[src/cache_axi_pkg.sv]
/*
 * Cache to AXI write-back definitions
 * Block, word and beat sizes, counter widths and the fixed
 * AXI write-address values that the slave side assumes.
 */

package cache_axi_pkg;

  // cache side
  localparam int NUM_CACHE   = 2;
  localparam int CACHE_ID_W  = $clog2(NUM_CACHE);
  localparam int ADDR_W      = 32;
  localparam int DATA_W      = 32;
  localparam int BLOCK_WORDS = 8;
  localparam int MASK_W      = BLOCK_WORDS;
  localparam int STRB_W      = DATA_W / 8;

  // axi side
  localparam int AXI_DATA_W     = 64;
  localparam int AXI_STRB_W     = AXI_DATA_W / 8;
  localparam int WORDS_PER_BEAT = AXI_DATA_W / DATA_W;
  localparam int BURST_LEN      = BLOCK_WORDS / WORDS_PER_BEAT;

  // pending bursts between AW acceptance and the last W beat
  localparam int TAG_DEPTH = 4;

  // counters inside the transmit block
  localparam int WORD_CNT_W = $clog2(BLOCK_WORDS);
  localparam int BEAT_CNT_W = $clog2(BURST_LEN);

  // fixed address-channel fields, not driven as ports
  // awlen is BURST_LEN-1, awid and awlock are zero
  localparam logic [1:0] AXI_BURST_INCR       = 2'b01;
  localparam logic [2:0] AXI_SIZE_8B          = 3'b011;
  localparam logic [3:0] AXI_CACHE_NONBUF     = 4'b0000;
  localparam logic [2:0] AXI_PROT_DATA_UNPRIV = 3'b000;

endpackage

[src/beat_packer.sv]
/*
 * Beat packer
 * Serial-in, parallel-out packing of cache words and their byte
 * strobes into one AXI beat. Slot 0 lands in the low half.
 */

`timescale 1ns/1ps

module beat_packer
  import cache_axi_pkg::*;
(
  input  logic                  clk_i,
  input  logic                  rst_n_i,
  input  logic                  valid_i,
  input  logic [DATA_W-1:0]     word_i,
  input  logic [STRB_W-1:0]     strb_i,
  output logic                  ready_o,
  output logic                  valid_o,
  output logic [AXI_DATA_W-1:0] beat_o,
  output logic [AXI_STRB_W-1:0] beat_strb_o,
  input  logic                  yumi_i
);

  logic [WORDS_PER_BEAT-1:0][DATA_W-1:0] data_r;
  logic [WORDS_PER_BEAT-1:0][STRB_W-1:0] strb_r;
  logic [$clog2(WORDS_PER_BEAT+1)-1:0]   fill_r;
  logic [$clog2(WORDS_PER_BEAT)-1:0]     wr_idx;
  logic                                  accept;

  assign valid_o = (fill_r == WORDS_PER_BEAT);

  // emptying and refilling slot 0 can share a cycle
  assign ready_o = !valid_o || yumi_i;
  assign accept  = valid_i && ready_o;
  assign wr_idx  = yumi_i ? '0 : fill_r[$clog2(WORDS_PER_BEAT)-1:0];

  assign beat_o      = data_r;
  assign beat_strb_o = strb_r;

  always_ff @(posedge clk_i) begin
    if (accept) begin
      data_r[wr_idx] <= word_i;
      strb_r[wr_idx] <= strb_i;
    end
  end

  always_ff @(posedge clk_i or negedge rst_n_i) begin
    if (!rst_n_i) begin
      fill_r <= '0;
    end else begin
      case ({yumi_i, accept})
        2'b11:   fill_r <= 1'b1;
        2'b10:   fill_r <= '0;
        2'b01:   fill_r <= fill_r + 1'b1;
        default: fill_r <= fill_r;
      endcase
    end
  end

  // a full beat waiting on the consumer must not move
  a_beat_held : assert property (@(posedge clk_i) disable iff (!rst_n_i)
    valid_o && !yumi_i |=> valid_o && $stable(beat_o) && $stable(beat_strb_o));

endmodule

[src/cache_to_axi_tx.sv]
/*
 * Cache to AXI write transmitter
 * Issues one AW beat per block request and queues its cache id and
 * mask. Pulls the head cache's words, packs them into 64-bit beats
 * with strobes from the mask, and marks the last beat with wlast.
 */

`timescale 1ns/1ps

module cache_to_axi_tx
  import cache_axi_pkg::*;
(
  input  logic                             clk_i,
  input  logic                             rst_n_i,

  input  logic                             v_i,
  output logic                             yumi_o,
  input  logic [CACHE_ID_W-1:0]            cache_id_i,
  input  logic [ADDR_W-1:0]                addr_i,
  input  logic [MASK_W-1:0]                mask_i,

  // cache dma write ports
  input  logic [NUM_CACHE-1:0][DATA_W-1:0] dma_data_i,
  input  logic [NUM_CACHE-1:0]             dma_data_v_i,
  output logic [NUM_CACHE-1:0]             dma_data_yumi_o,

  // axi write address
  output logic [ADDR_W-1:0]                axi_awaddr_o,
  output logic [CACHE_ID_W-1:0]            axi_awcache_id_o,
  output logic                             axi_awvalid_o,
  input  logic                             axi_awready_i,

  // axi write data
  output logic [AXI_DATA_W-1:0]            axi_wdata_o,
  output logic [AXI_STRB_W-1:0]            axi_wstrb_o,
  output logic                             axi_wlast_o,
  output logic                             axi_wvalid_o,
  input  logic                             axi_wready_i
);

  logic                         tag_ready;
  logic                         tag_valid;
  logic                         tag_pop;
  logic [CACHE_ID_W+MASK_W-1:0] tag_data;
  logic [CACHE_ID_W-1:0]        head_id;
  logic [MASK_W-1:0]            head_mask;

  logic                         pk_valid_in;
  logic                         pk_ready;
  logic [STRB_W-1:0]            word_strb;
  logic                         word_take;
  logic                         w_fire;

  logic [WORD_CNT_W-1:0]        word_cnt_r;
  logic [BEAT_CNT_W-1:0]        beat_cnt_r;

  // request accepted together with the AW beat
  assign yumi_o           = v_i && axi_awready_i && tag_ready;
  assign axi_awvalid_o    = v_i && tag_ready;
  assign axi_awaddr_o     = addr_i;
  assign axi_awcache_id_o = cache_id_i;

  tag_fifo #(
    .WIDTH (CACHE_ID_W + MASK_W),
    .DEPTH (TAG_DEPTH)
  ) u_tag_fifo (
    .clk_i   (clk_i),
    .rst_n_i (rst_n_i),
    .push_i  (yumi_o),
    .data_i  ({cache_id_i, mask_i}),
    .ready_o (tag_ready),
    .valid_o (tag_valid),
    .data_o  (tag_data),
    .pop_i   (tag_pop)
  );

  assign {head_id, head_mask} = tag_data;

  // words come only from the cache at the queue head
  assign pk_valid_in     = tag_valid && dma_data_v_i[head_id];
  assign word_take       = pk_valid_in && pk_ready;
  assign dma_data_yumi_o = word_take ? (NUM_CACHE'(1) << head_id) : '0;
  assign word_strb       = {STRB_W{head_mask[word_cnt_r]}};
  assign tag_pop         = word_take && (word_cnt_r == WORD_CNT_W'(BLOCK_WORDS - 1));

  beat_packer u_beat_packer (
    .clk_i       (clk_i),
    .rst_n_i     (rst_n_i),
    .valid_i     (pk_valid_in),
    .word_i      (dma_data_i[head_id]),
    .strb_i      (word_strb),
    .ready_o     (pk_ready),
    .valid_o     (axi_wvalid_o),
    .beat_o      (axi_wdata_o),
    .beat_strb_o (axi_wstrb_o),
    .yumi_i      (w_fire)
  );

  assign w_fire      = axi_wvalid_o && axi_wready_i;
  assign axi_wlast_o = axi_wvalid_o && (beat_cnt_r == BEAT_CNT_W'(BURST_LEN - 1));

  // word and beat position inside the current block
  always_ff @(posedge clk_i or negedge rst_n_i) begin
    if (!rst_n_i) begin
      word_cnt_r <= '0;
      beat_cnt_r <= '0;
    end else begin
      if (tag_pop) begin
        word_cnt_r <= '0;
      end else if (word_take) begin
        word_cnt_r <= word_cnt_r + 1'b1;
      end
      if (w_fire) begin
        beat_cnt_r <= axi_wlast_o ? '0 : beat_cnt_r + 1'b1;
      end
    end
  end

  a_wvalid_held : assert property (@(posedge clk_i) disable iff (!rst_n_i)
    axi_wvalid_o && !axi_wready_i |=> axi_wvalid_o);

  // relies on the arbiter holding its request until yumi
  a_awvalid_held : assert property (@(posedge clk_i) disable iff (!rst_n_i)
    axi_awvalid_o && !axi_awready_i |=> axi_awvalid_o);

endmodule

[src/cache_to_axi_wr.sv]
/*
 * Cache to AXI write-back path, top level
 * Round-robin arbiter over the cache write requests feeding
 * the AXI write-address and write-data transmitter.
 */

`timescale 1ns/1ps

module cache_to_axi_wr
  import cache_axi_pkg::*;
(
  input  logic                             clk_i,
  input  logic                             rst_n_i,

  // per-cache write requests
  input  logic [NUM_CACHE-1:0]             req_v_i,
  input  logic [NUM_CACHE-1:0][ADDR_W-1:0] req_addr_i,
  input  logic [NUM_CACHE-1:0][MASK_W-1:0] req_mask_i,
  output logic [NUM_CACHE-1:0]             req_yumi_o,

  // per-cache dma data
  input  logic [NUM_CACHE-1:0][DATA_W-1:0] dma_data_i,
  input  logic [NUM_CACHE-1:0]             dma_data_v_i,
  output logic [NUM_CACHE-1:0]             dma_data_yumi_o,

  // axi write address
  output logic [ADDR_W-1:0]                axi_awaddr_o,
  output logic [CACHE_ID_W-1:0]            axi_awcache_id_o,
  output logic                             axi_awvalid_o,
  input  logic                             axi_awready_i,

  // axi write data
  output logic [AXI_DATA_W-1:0]            axi_wdata_o,
  output logic [AXI_STRB_W-1:0]            axi_wstrb_o,
  output logic                             axi_wlast_o,
  output logic                             axi_wvalid_o,
  input  logic                             axi_wready_i
);

  logic                  arb_v;
  logic [CACHE_ID_W-1:0] arb_cache_id;
  logic [ADDR_W-1:0]     arb_addr;
  logic [MASK_W-1:0]     arb_mask;
  logic                  arb_yumi;

  wr_req_arbiter u_arbiter (
    .clk_i      (clk_i),
    .rst_n_i    (rst_n_i),
    .req_v_i    (req_v_i),
    .req_addr_i (req_addr_i),
    .req_mask_i (req_mask_i),
    .req_yumi_o (req_yumi_o),
    .v_o        (arb_v),
    .cache_id_o (arb_cache_id),
    .addr_o     (arb_addr),
    .mask_o     (arb_mask),
    .yumi_i     (arb_yumi)
  );

  cache_to_axi_tx u_tx (
    .clk_i            (clk_i),
    .rst_n_i          (rst_n_i),
    .v_i              (arb_v),
    .yumi_o           (arb_yumi),
    .cache_id_i       (arb_cache_id),
    .addr_i           (arb_addr),
    .mask_i           (arb_mask),
    .dma_data_i       (dma_data_i),
    .dma_data_v_i     (dma_data_v_i),
    .dma_data_yumi_o  (dma_data_yumi_o),
    .axi_awaddr_o     (axi_awaddr_o),
    .axi_awcache_id_o (axi_awcache_id_o),
    .axi_awvalid_o    (axi_awvalid_o),
    .axi_awready_i    (axi_awready_i),
    .axi_wdata_o      (axi_wdata_o),
    .axi_wstrb_o      (axi_wstrb_o),
    .axi_wlast_o      (axi_wlast_o),
    .axi_wvalid_o     (axi_wvalid_o),
    .axi_wready_i     (axi_wready_i)
  );

endmodule

[src/tag_fifo.sv]
/*
 * Tag queue
 * Small circular register FIFO holding one tag per pending burst.
 * Push needs ready_o, pop needs valid_o.
 */

`timescale 1ns/1ps

module tag_fifo #(
  parameter int WIDTH = 8,
  parameter int DEPTH = 4
) (
  input  logic             clk_i,
  input  logic             rst_n_i,
  input  logic             push_i,
  input  logic [WIDTH-1:0] data_i,
  output logic             ready_o,
  output logic             valid_o,
  output logic [WIDTH-1:0] data_o,
  input  logic             pop_i
);

  logic [WIDTH-1:0]           mem_r [DEPTH];
  logic [$clog2(DEPTH)-1:0]   wr_ptr_r;
  logic [$clog2(DEPTH)-1:0]   rd_ptr_r;
  logic [$clog2(DEPTH+1)-1:0] count_r;

  function automatic logic [$clog2(DEPTH)-1:0] ptr_inc(input logic [$clog2(DEPTH)-1:0] ptr);
    return (ptr == DEPTH - 1) ? '0 : ptr + 1'b1;
  endfunction

  assign ready_o = (count_r < DEPTH);
  assign valid_o = (count_r != '0);
  assign data_o  = mem_r[rd_ptr_r];

  // tag storage
  always_ff @(posedge clk_i) begin
    if (push_i) begin
      mem_r[wr_ptr_r] <= data_i;
    end
  end

  always_ff @(posedge clk_i or negedge rst_n_i) begin
    if (!rst_n_i) begin
      wr_ptr_r <= '0;
      rd_ptr_r <= '0;
      count_r  <= '0;
    end else begin
      if (push_i) begin
        wr_ptr_r <= ptr_inc(wr_ptr_r);
      end
      if (pop_i) begin
        rd_ptr_r <= ptr_inc(rd_ptr_r);
      end
      // simultaneous push and pop keeps the count
      case ({push_i, pop_i})
        2'b10:   count_r <= count_r + 1'b1;
        2'b01:   count_r <= count_r - 1'b1;
        default: count_r <= count_r;
      endcase
    end
  end

  a_no_push_full : assert property (@(posedge clk_i) disable iff (!rst_n_i)
    push_i |-> ready_o);

  a_no_pop_empty : assert property (@(posedge clk_i) disable iff (!rst_n_i)
    pop_i |-> valid_o);

endmodule

[src/wr_req_arbiter.sv]
/*
 * Write request arbiter
 * Round-robin choice among the cache write requests. The winner's
 * address and mask go to the transmit block; its grant pulses on yumi.
 */

`timescale 1ns/1ps

module wr_req_arbiter
  import cache_axi_pkg::*;
(
  input  logic                              clk_i,
  input  logic                              rst_n_i,
  input  logic [NUM_CACHE-1:0]              req_v_i,
  input  logic [NUM_CACHE-1:0][ADDR_W-1:0]  req_addr_i,
  input  logic [NUM_CACHE-1:0][MASK_W-1:0]  req_mask_i,
  output logic [NUM_CACHE-1:0]              req_yumi_o,
  output logic                              v_o,
  output logic [CACHE_ID_W-1:0]             cache_id_o,
  output logic [ADDR_W-1:0]                 addr_o,
  output logic [MASK_W-1:0]                 mask_o,
  input  logic                              yumi_i
);

  logic [CACHE_ID_W-1:0] ptr_r;
  logic                  lock_r;
  logic [CACHE_ID_W-1:0] lock_id_r;
  logic                  found;
  logic [CACHE_ID_W-1:0] pick_id;

  // first valid request at or after the pointer
  always_comb begin
    found   = 1'b0;
    pick_id = ptr_r;
    for (int i = 0; i < NUM_CACHE; i++) begin
      if (!found && req_v_i[(int'(ptr_r) + i) % NUM_CACHE]) begin
        found   = 1'b1;
        pick_id = CACHE_ID_W'((int'(ptr_r) + i) % NUM_CACHE);
      end
    end
  end

  // a presented but unaccepted request keeps its grant, so awaddr holds
  assign cache_id_o = lock_r ? lock_id_r : pick_id;
  assign v_o        = lock_r ? req_v_i[lock_id_r] : found;
  assign addr_o     = req_addr_i[cache_id_o];
  assign mask_o     = req_mask_i[cache_id_o];
  assign req_yumi_o = yumi_i ? (NUM_CACHE'(1) << cache_id_o) : '0;

  always_ff @(posedge clk_i or negedge rst_n_i) begin
    if (!rst_n_i) begin
      ptr_r     <= '0;
      lock_r    <= 1'b0;
      lock_id_r <= '0;
    end else if (yumi_i) begin
      // move priority past the winner
      ptr_r  <= (cache_id_o == CACHE_ID_W'(NUM_CACHE - 1)) ? '0 : cache_id_o + 1'b1;
      lock_r <= 1'b0;
    end else if (v_o) begin
      lock_r    <= 1'b1;
      lock_id_r <= cache_id_o;
    end
  end

  a_yumi_needs_v : assert property (@(posedge clk_i) disable iff (!rst_n_i)
    yumi_i |-> v_o);

endmodule
[config.mk]
export PLATFORM = sky130hd
export DESIGN_NAME = cache_to_axi_wr
export DESIGN_NICKNAME = d
export VERILOG_FILES = /design/src/cache_axi_pkg.sv /design/src/beat_packer.sv /design/src/cache_to_axi_tx.sv /design/src/cache_to_axi_wr.sv /design/src/tag_fifo.sv /design/src/wr_req_arbiter.sv
export SDC_FILE = /design/constraint.sdc
export NUM_CORES = 1
export LEC_CHECK = 0
export BUFFER_PORTS_ARGS = -buffer_cell sky130_fd_sc_hd__buf_2
export CORE_ASPECT_RATIO = 1.75
export CORE_MARGIN = 1.5
export CORE_UTILIZATION = 40
export DETAILED_ROUTE_END_ITERATION = 7
export GPL_ROUTABILITY_DRIVEN = 0
export PLACE_DENSITY_LB_ADDON = 0.1
export SYNTH_ARGS = -nofsm -noshare
export SYNTH_HDL_FRONTEND = slang
export SYNTH_SLANG_ARGS = --single-unit
[constraint.sdc]
create_clock -name clk_i -period 6.4 [get_ports clk_i]
set_input_delay 0.96 -clock clk_i [delete_from_list [all_inputs] [get_ports clk_i]]
set_output_delay 0.96 -clock clk_i [all_outputs]
set_load 0.02 [all_outputs]
==> results.yml, run 1 <==
finish:
  n_fill_cell: 1089
  layout-drive-gt1-share_pct: 65.43
  finalInstanceArea_um2: 7413
  syn2layout_area_growth_pct: 38.86
  layout.cells.most_common: "buf_2"
  final-instance-count-excl-fill: 764
  fin_nets: 746
  finalCoreUtilization_pct: 57.00
  layout_common_cells: "buf_2, edfxtp_1, mux2_2, clkbuf_16, dfrtp_1"
  antennaDiodeCount: 0
detailed_routing:
  wl_per_cell_um: 14.93
  routed_wirelength_mm: 11.40
  viasPerCell: 4.771
  detail_route.iter0.violations: 136
  drc: 0
  vias: 3645
  firstDrtPassIters: 4
  ant_nets: 0
clock_tree:
  postCtsResizedCells: 0
  ctsRootBufferMaster: "clkbuf_16"
  htree_num_levels: 4
  cts_num_sinks: 119
  clkSlewWorstSetupHoldPaths_ps: 50
  post-cts-setup-buffers: 0
  clock_tree_from_tritoncts: "built"
  cts_hold_buf: 0
  worst_skew_pair.late_latency_ps: 400
  cts.path.max_buffers: 2
  cts-buffers-inserted: 17
worst_setup_path:
  path_max_fanout: 35
  reg2regPathDepth: 9
  worst-endpoint-arrival_ps: 3070
  critPathRequiredTime_ps: 5440
  timing.critical_path.from_type: "flop"
  worstSetupEndpointType: "output port"
  crit_path_class: "reg2out"
timing:
  worstMarginPinSlew_ps: 851.2
  timing.slew.headroom_pct: 43.25
  post-route-period-util_pct: 62.90
  totalNegativeSetupSlack_ps: 0
  final.setup_skew_ps: 6.241
  setup_viol: 0
  drv_slew: 0
  final.setup.worst_slack_ps: 2375
  unrepaired_setup_endpoints_after_global_routing: "false"
  hold_viol: 0
  max_clock_freq_mhz: 248.4
  min_period_ps: 4025
die:
  core_area_um2: 13010
  floorplan.die_area_um2: 14080
  io_count: 264
  initial_core_util_pct: 41.05
  dieHeight_um: 155.8
  fp.dieW_um: 90.33
  floorplan.rows: 55
power_and_ir_drop:
  internal-power_uw: 2395
  pwr_density_cell_nw_per_um2: 492.4
  pwr-share-comb_pct: 37.7
  switching_power_of_the_nets_uw: 1255
  p_leak_uw: 0.003234
  clock_power_share_pct: 27.0
  switching_share_pct: 34.39
  power.sequential.fraction_pct: 35.4
  vdd_ir_drop_max_uv: 211.4
run:
  maxCapViolations: 0
logic_synthesis:
  ys_types: 44
  synthFlopType: "edfxtp_1"
  synthesis_stage_register_bit_count: 119
  syn_nets: 481
  async_flop_share_pct: 14.29
  cells_after_synth: 316
  synth.cell_area_um2: 5339
  number_of_enable_flip_flop_cells_after_synthesis: 102
  proportion_of_synthesized_chip_area_in_sequential_cells_pct: 65.34
  synth.yosys.warnings: 0
  syn_avg_cell_area_um2: 16.90
grt:
  grt_first_pass_wirelength_mm: 17.54
  gr-total-overflow: 0
  groute.layer.met3.usage_pct: 5.653
  initial_antenna_violation_count: 0
  grt_use_met1_pct: 15.43
  via_count_of_the_first_global_routing_pass: 3595
  grt.total_usage_pct: 16.50
  grt_busiest_layer: "met2"
  pin_count_of_the_biggest_net_entering_global_routing: 48
  grt_use_met2_pct: 31.82
placement:
  instance_area_at_placement_um2: 6787
  buffer_ports.inserted: 263
  place.detailed.hpwl_mm: 8.733
  dpl.cell_count: 733
  dpl_worst_slack_ps: 2736
run_status:
  status: "complete, no violations"
hold_path:
  min-delay-path-class: "in2async"
[sequential cells by signal, summed over array words and instances (netlist names)]
| signal | flops |
|---|---|
| u_tx.beat_cnt_r | 2 |
| u_tx.u_tag_fifo.rd_ptr_r | 2 |
| u_arbiter.lock_r | 1 |
| u_tx.u_beat_packer.fill_r | 2 |
| u_tx.u_tag_fifo.wr_ptr_r | 2 |
| u_arbiter.ptr_r | 1 |
| u_tx.u_beat_packer.beat_strb_o | 2 |
| u_tx.u_tag_fifo.count_r | 3 |
| u_tx.u_beat_packer.beat_o | 64 |
| u_arbiter.lock_id_r | 1 |
| u_tx.word_cnt_r | 3 |
| u_tx.u_tag_fifo.mem_r | 36 |
[synthesized netlist by cell type, types with 2 or more instances]
cell type  count  area (um^2)
and2_1         2        12.51
clkbuf_1       4        15.01
mux2i_1        9        90.09
buf_1          3        11.26
edfxtp_1     102         3063
buf_4          6        45.04
mux4_2         6        135.1
o21ai_0        3        15.01
buf_2          4        20.02
xor2_1         2        17.52
a21oi_1        3        15.01
o211ai_1       3        22.52
a311oi_1       2        17.52
buf_6          3        33.78
a21o_1         5        37.54
nor3_1         3        15.01
dfrtp_1       17        425.4
mux2_2        79        889.6
ha_1          12        150.1
inv_1         11        41.29
nor2_1         5        18.77
nor3b_1        2        15.01
and3_1         4        25.02
nand2_1        3        11.26
nand3_1        3        15.01
nor4_1         2        12.51
[power by group through the flow]
stage	combinational, uW	sequential, uW	clock (uW)
6_report	1380	1290	984
5_1_grt	1490	1320	1030
4_1_cts	1400	1300	1000
3_5_place_dp	1390	1310	0
3_3_place_gp	1380	1300	0
2_1_floorplan	875	1450	0
[per-layer routing]
layer | wire, um | share of wire (%) | up-vias
met4 | 219 | 1.9 | 0
li1 | - | - | 1741
met3 | 1006 | 8.8 | 15
met1 | 3975 | 35 | 1653
met2 | 6201 | 54 | 236
met5 | 0 | 0 | -
[final cells by class]
| class | count | area [um^2] | share of cell area, % |
|---|---|---|---|
| clock buffer | 17 | 425.4 | 5.738 |
| tap | 171 | 214.0 | 2.886 |
| multi-input combinational | 165 | 1698 | 22.90 |
| clock inverter | 14 | 201.4 | 2.717 |
| inverter | 12 | 47.55 | 0.6414 |
| sequential | 119 | 3488 | 47.05 |
| timing repair buffer | 266 | 1339 | 18.06 |
[path summary, 6_finish.rpt]
kind | start | to | slack [ps]
worst min-delay path | rst_n_i | u_arbiter.lock_r | 470
worst max-delay path | u_tx.u_tag_fifo.rd_ptr_r[1] | dma_data_yumi_o[1] | 2370
max in group asynchronous | rst_n_i | u_tx.word_cnt_r[2] | 5630
worst min register to register | u_arbiter.ptr_r | u_arbiter.ptr_r | 500
worst max register to register | u_tx.u_tag_fifo.rd_ptr_r[1] | u_tx.u_tag_fifo.count_r[2] | 2930
min in group clk_i | u_arbiter.ptr_r | u_arbiter.ptr_r | 500
[metrics by stage]
stage / total power, uW / hold slack [ps]
floorplan: 2322 / 458.5
global placement: 2678 / 481.9
detailed placement: 2703 / 485.6
CTS: 3697 / 476.7
global route: 3843 / 494.9
finish: 3650 / 474.2
[worst max-delay path, stage by stage, from the launching register on]
cell and delay (ps):
dfrtp_1 690, mux4_2 900, mux2i_4 410, or2_1 270
inv_4 70, and2_1 150, buf_2 160
[cells by family (layout without fill, tap and decap cells)]
kind of cell | after synthesis | count (layout) | share of synthesized area (%)
adder cells (fa/ha/maj) | 13 | 13 | 3.187
XOR/XNOR | 3 | 3 | 0.4922
flip-flops | 119 | 119 | 65.34
multiplexers | 96 | 96 | 21.58
AND/OR/NAND/NOR | 29 | 29 | 2.953
buffers and inverters | 32 | 309 | 3.234
AO/OA/AOI/OAI | 24 | 24 | 3.211
Power figures use the tool's default switching activity.
==> run 2, diff against run 1 <==
--- a/config.mk
+++ b/config.mk
@@ -5,6 +5,7 @@
 export SDC_FILE = /design/constraint.sdc
 export NUM_CORES = 1
 export LEC_CHECK = 0
+export ABC_AREA = 1
 export BUFFER_PORTS_ARGS = -buffer_cell sky130_fd_sc_hd__buf_2
 export CORE_ASPECT_RATIO = 1.75
 export CORE_MARGIN = 1.5
==> constraint.sdc (replaced) <==
create_clock -name clk_i -period 3.5 [get_ports clk_i]
set_input_delay 0.525 -clock clk_i [delete_from_list [all_inputs] [get_ports clk_i]]
set_output_delay 0.525 -clock clk_i [all_outputs]
set_load 0.02 [all_outputs]
==> results.yml, run 2 <==
logic_synthesis:
  yosys-top-cells-area: "edfxtp_1, nand2_1, dfrtp_1, nand3_1, ha_1"
  synth.yosys.warnings: 0
  yosys.cell_count.top_type: "nand2_1"
  ys_types: 26
  syn_avg_cell_area_um2: 9.736
  synthDominantAreaCellType: "edfxtp_1"
  syn_nets: 728
  cells_after_synth: 563
  synth.cell_area_um2: 5482
  number_of_enable_flip_flop_cells_after_synthesis: 102
  synthesis_stage_register_bit_count: 119
  proportion_of_synthesized_chip_area_in_sequential_cells_pct: 63.64
  async_flop_share_pct: 14.29
  synthTopCellsByCount: "nand2_1, edfxtp_1, nand3_1, inv_1, dfrtp_1"
  post-synth-top-area-fraction_pct: 55.88
  synthFlopType: "edfxtp_1"
finish:
  largest_register_ffs: 64
  fin_nets: 994
  layout.cells.most_common: "nand2_1"
  layout-drive-gt1-share_pct: 37.65
  final-instance-count-excl-fill: 1017
  seq_area_um2: 3488
  syn2layout_area_growth_pct: 37.27
  n_fill_cell: 1252
  combined_area_of_the_multi_input_logic_cells_um2: 1744
  layout_common_cells: "nand2_1, buf_2, edfxtp_1, nand3_1, inv_1"
worst_setup_path:
  worstPathCellList: "inv_2 -> nand2_1 -> nand3_2 -> nand2_4 -> buf_4 -> inv_2 -> nor2_1 -> buf_2"
  cp_common_cell: "inv_2"
  slowest_stage: "dfrtp_1"
  critPathRequiredTime_ps: 2970
  worstSetupEndpointType: "output port"
  crit_path_class: "reg2out"
  path_max_fanout: 35
  worst-endpoint-arrival_ps: 2490
  worst_path_largest_cell_delay_ps: 760
  timing.critical_path.from_type: "flop"
  critPathBufInv: 4
  top_delay_family_on_crit_path: "buffers and inverters"
run_status:
  status: "complete, no violations"
grt:
  via_count_of_the_first_global_routing_pass: 4559
  initial_antenna_violation_count: 1
  grt_first_pass_wirelength_mm: 20.77
  pin_count_of_the_biggest_net_entering_global_routing: 48
  gr-total-overflow: 0
  grt.total_usage_pct: 18.81
timing:
  setup_viol: 0
  worstMarginPinSlew_ps: 658.8
  totalNegativeSetupSlack_ps: 0
  final.setup.worst_slack_ps: 487.3
  post-route-period-util_pct: 86.08
  unrepaired_setup_endpoints_after_global_routing: "false"
  min_period_ps: 3013
  hold_viol: 0
  final.setup_skew_ps: 8.052
  drv_slew: 0
  timing.slew.headroom_pct: 56.08
  max_clock_freq_mhz: 331.9
clock_tree:
  ctsRootBufferMaster: "clkbuf_16"
  cts.path.max_buffers: 2
  cts_hold_buf: 0
  clkSlewWorstSetupHoldPaths_ps: 50
  worst_skew_pair.late_latency_ps: 400
  cts_num_sinks: 119
  postCtsResizedCells: 0
  cts-buffers-inserted: 17
  htree_num_levels: 4
  post-cts-setup-buffers: 0
  clock_tree_from_tritoncts: "built"
die:
  io_count: 264
  core_area_um2: 13380
  floorplan.die_area_um2: 14440
  fp.dieW_um: 91.49
  floorplan.rows: 56
  initial_core_util_pct: 40.96
  dieHeight_um: 157.9
detailed_routing:
  viasPerCell: 4.544
  routed_wirelength_mm: 13.12
  firstDrtPassIters: 4
  wl_per_cell_um: 12.90
  ant_nets: 0
  detail_route.iter0.violations: 126
  drc: 0
  vias: 4621
run:
  maxCapViolations: 0
placement:
  dpl_worst_slack_ps: 603.3
  buffer_ports.inserted: 263
  dpl.cell_count: 984
  place.detailed.hpwl_mm: 10.28
hold_path:
  min-delay-path-class: "in2async"
power_and_ir_drop:
  p_leak_uw: 0.003778
  vdd_ir_drop_max_uv: 437.9
  pwr_density_cell_nw_per_um2: 951.3
[run 2: power breakdown]
group / internal (uW) / total, uW / switching (uW)
clock network: 1040 / 1620 / 581
registers: 2280 / 2500 / 220
logic: 905 / 3040 / 2130
[run 2: worst reg2reg max path: stages (launching register included)]
cell,delay (ps)
dfrtp_1,760
inv_2,290
nand2_1,140
nand3_2,110
nand2_4,100
nand2_2,60
nand2_4,80
nand4_1,140
inv_1,100
ha_1,150
inv_1,70
fa_1,380
a21oi_1,140
o21ai_0,110
xor2_1,150
[run 2: path summary, 6_finish.rpt]
check	start	to	slack, ps	depth (start not counted)
hold / removal	rst_n_i	u_arbiter.lock_r	40	1
setup / recovery	u_tx.u_tag_fifo.rd_ptr_r[0]	dma_data_yumi_o[0]	490	8
setup reg to reg	u_tx.u_tag_fifo.rd_ptr_r[0]	u_tx.u_tag_fifo.count_r[2]	610	14
hold reg to reg	u_tx.u_tag_fifo.count_r[0]	u_tx.u_tag_fifo.count_r[0]	480	1
max in group asynchronous	rst_n_i	u_tx.u_tag_fifo.rd_ptr_r[0]	3170	1
min in group clk_i	dma_data_i[52]	u_tx.u_beat_packer.beat_o[52]	410	3
[run 2: layout make-up]
type | instances | area share (%)
antenna | 1 | 0.03326
inverter | 33 | 1.646
clock buffer | 19 | 5.753
timing repair buffer | 272 | 18.39
tap | 174 | 2.893
clock inverter | 13 | 1.746
sequential | 119 | 46.36
multi-input combinational | 386 | 23.18
[run 2: logic make-up after synthesis]
| group | count (synthesis) | share of synthesized area (%) |
|---|---|---|
| AND/OR/NAND/NOR | 355 | 26.43 |
| flip-flops | 119 | 63.64 |
| buffers and inverters | 58 | 4.953 |
| AO/OA/AOI/OAI | 16 | 1.552 |
| adder cells (fa/ha/maj) | 13 | 3.104 |
| XOR/XNOR | 2 | 0.3196 |
[run 2: stage by stage]
stage | hold slack, ps | util (%) | instance area, um^2 | power (uW)
6_report | 44.00 | 56.23 | 7525 | 7159
5_1_grt | 65.47 | 56.21 | 7522 | 7680
4_1_cts | 46.54 | 56.21 | 7522 | 7262
3_5_place_dp | 471.1 | 51.99 | 6958 | 5621
2_1_floorplan | 229.4 | - | 5487 | 4651
3_3_place_gp | 460.8 | 51.99 | 6958 | 5553
[run 2: metal layers]
metal	global-route usage, %	share of wire [%]	vias to the layer above
met5	0	0	-
met4	6.399	1.2	0
met3	4.755	7.1	10
met2	37.67	56	231
met1	18.19	36	2030
li1	-	-	2350
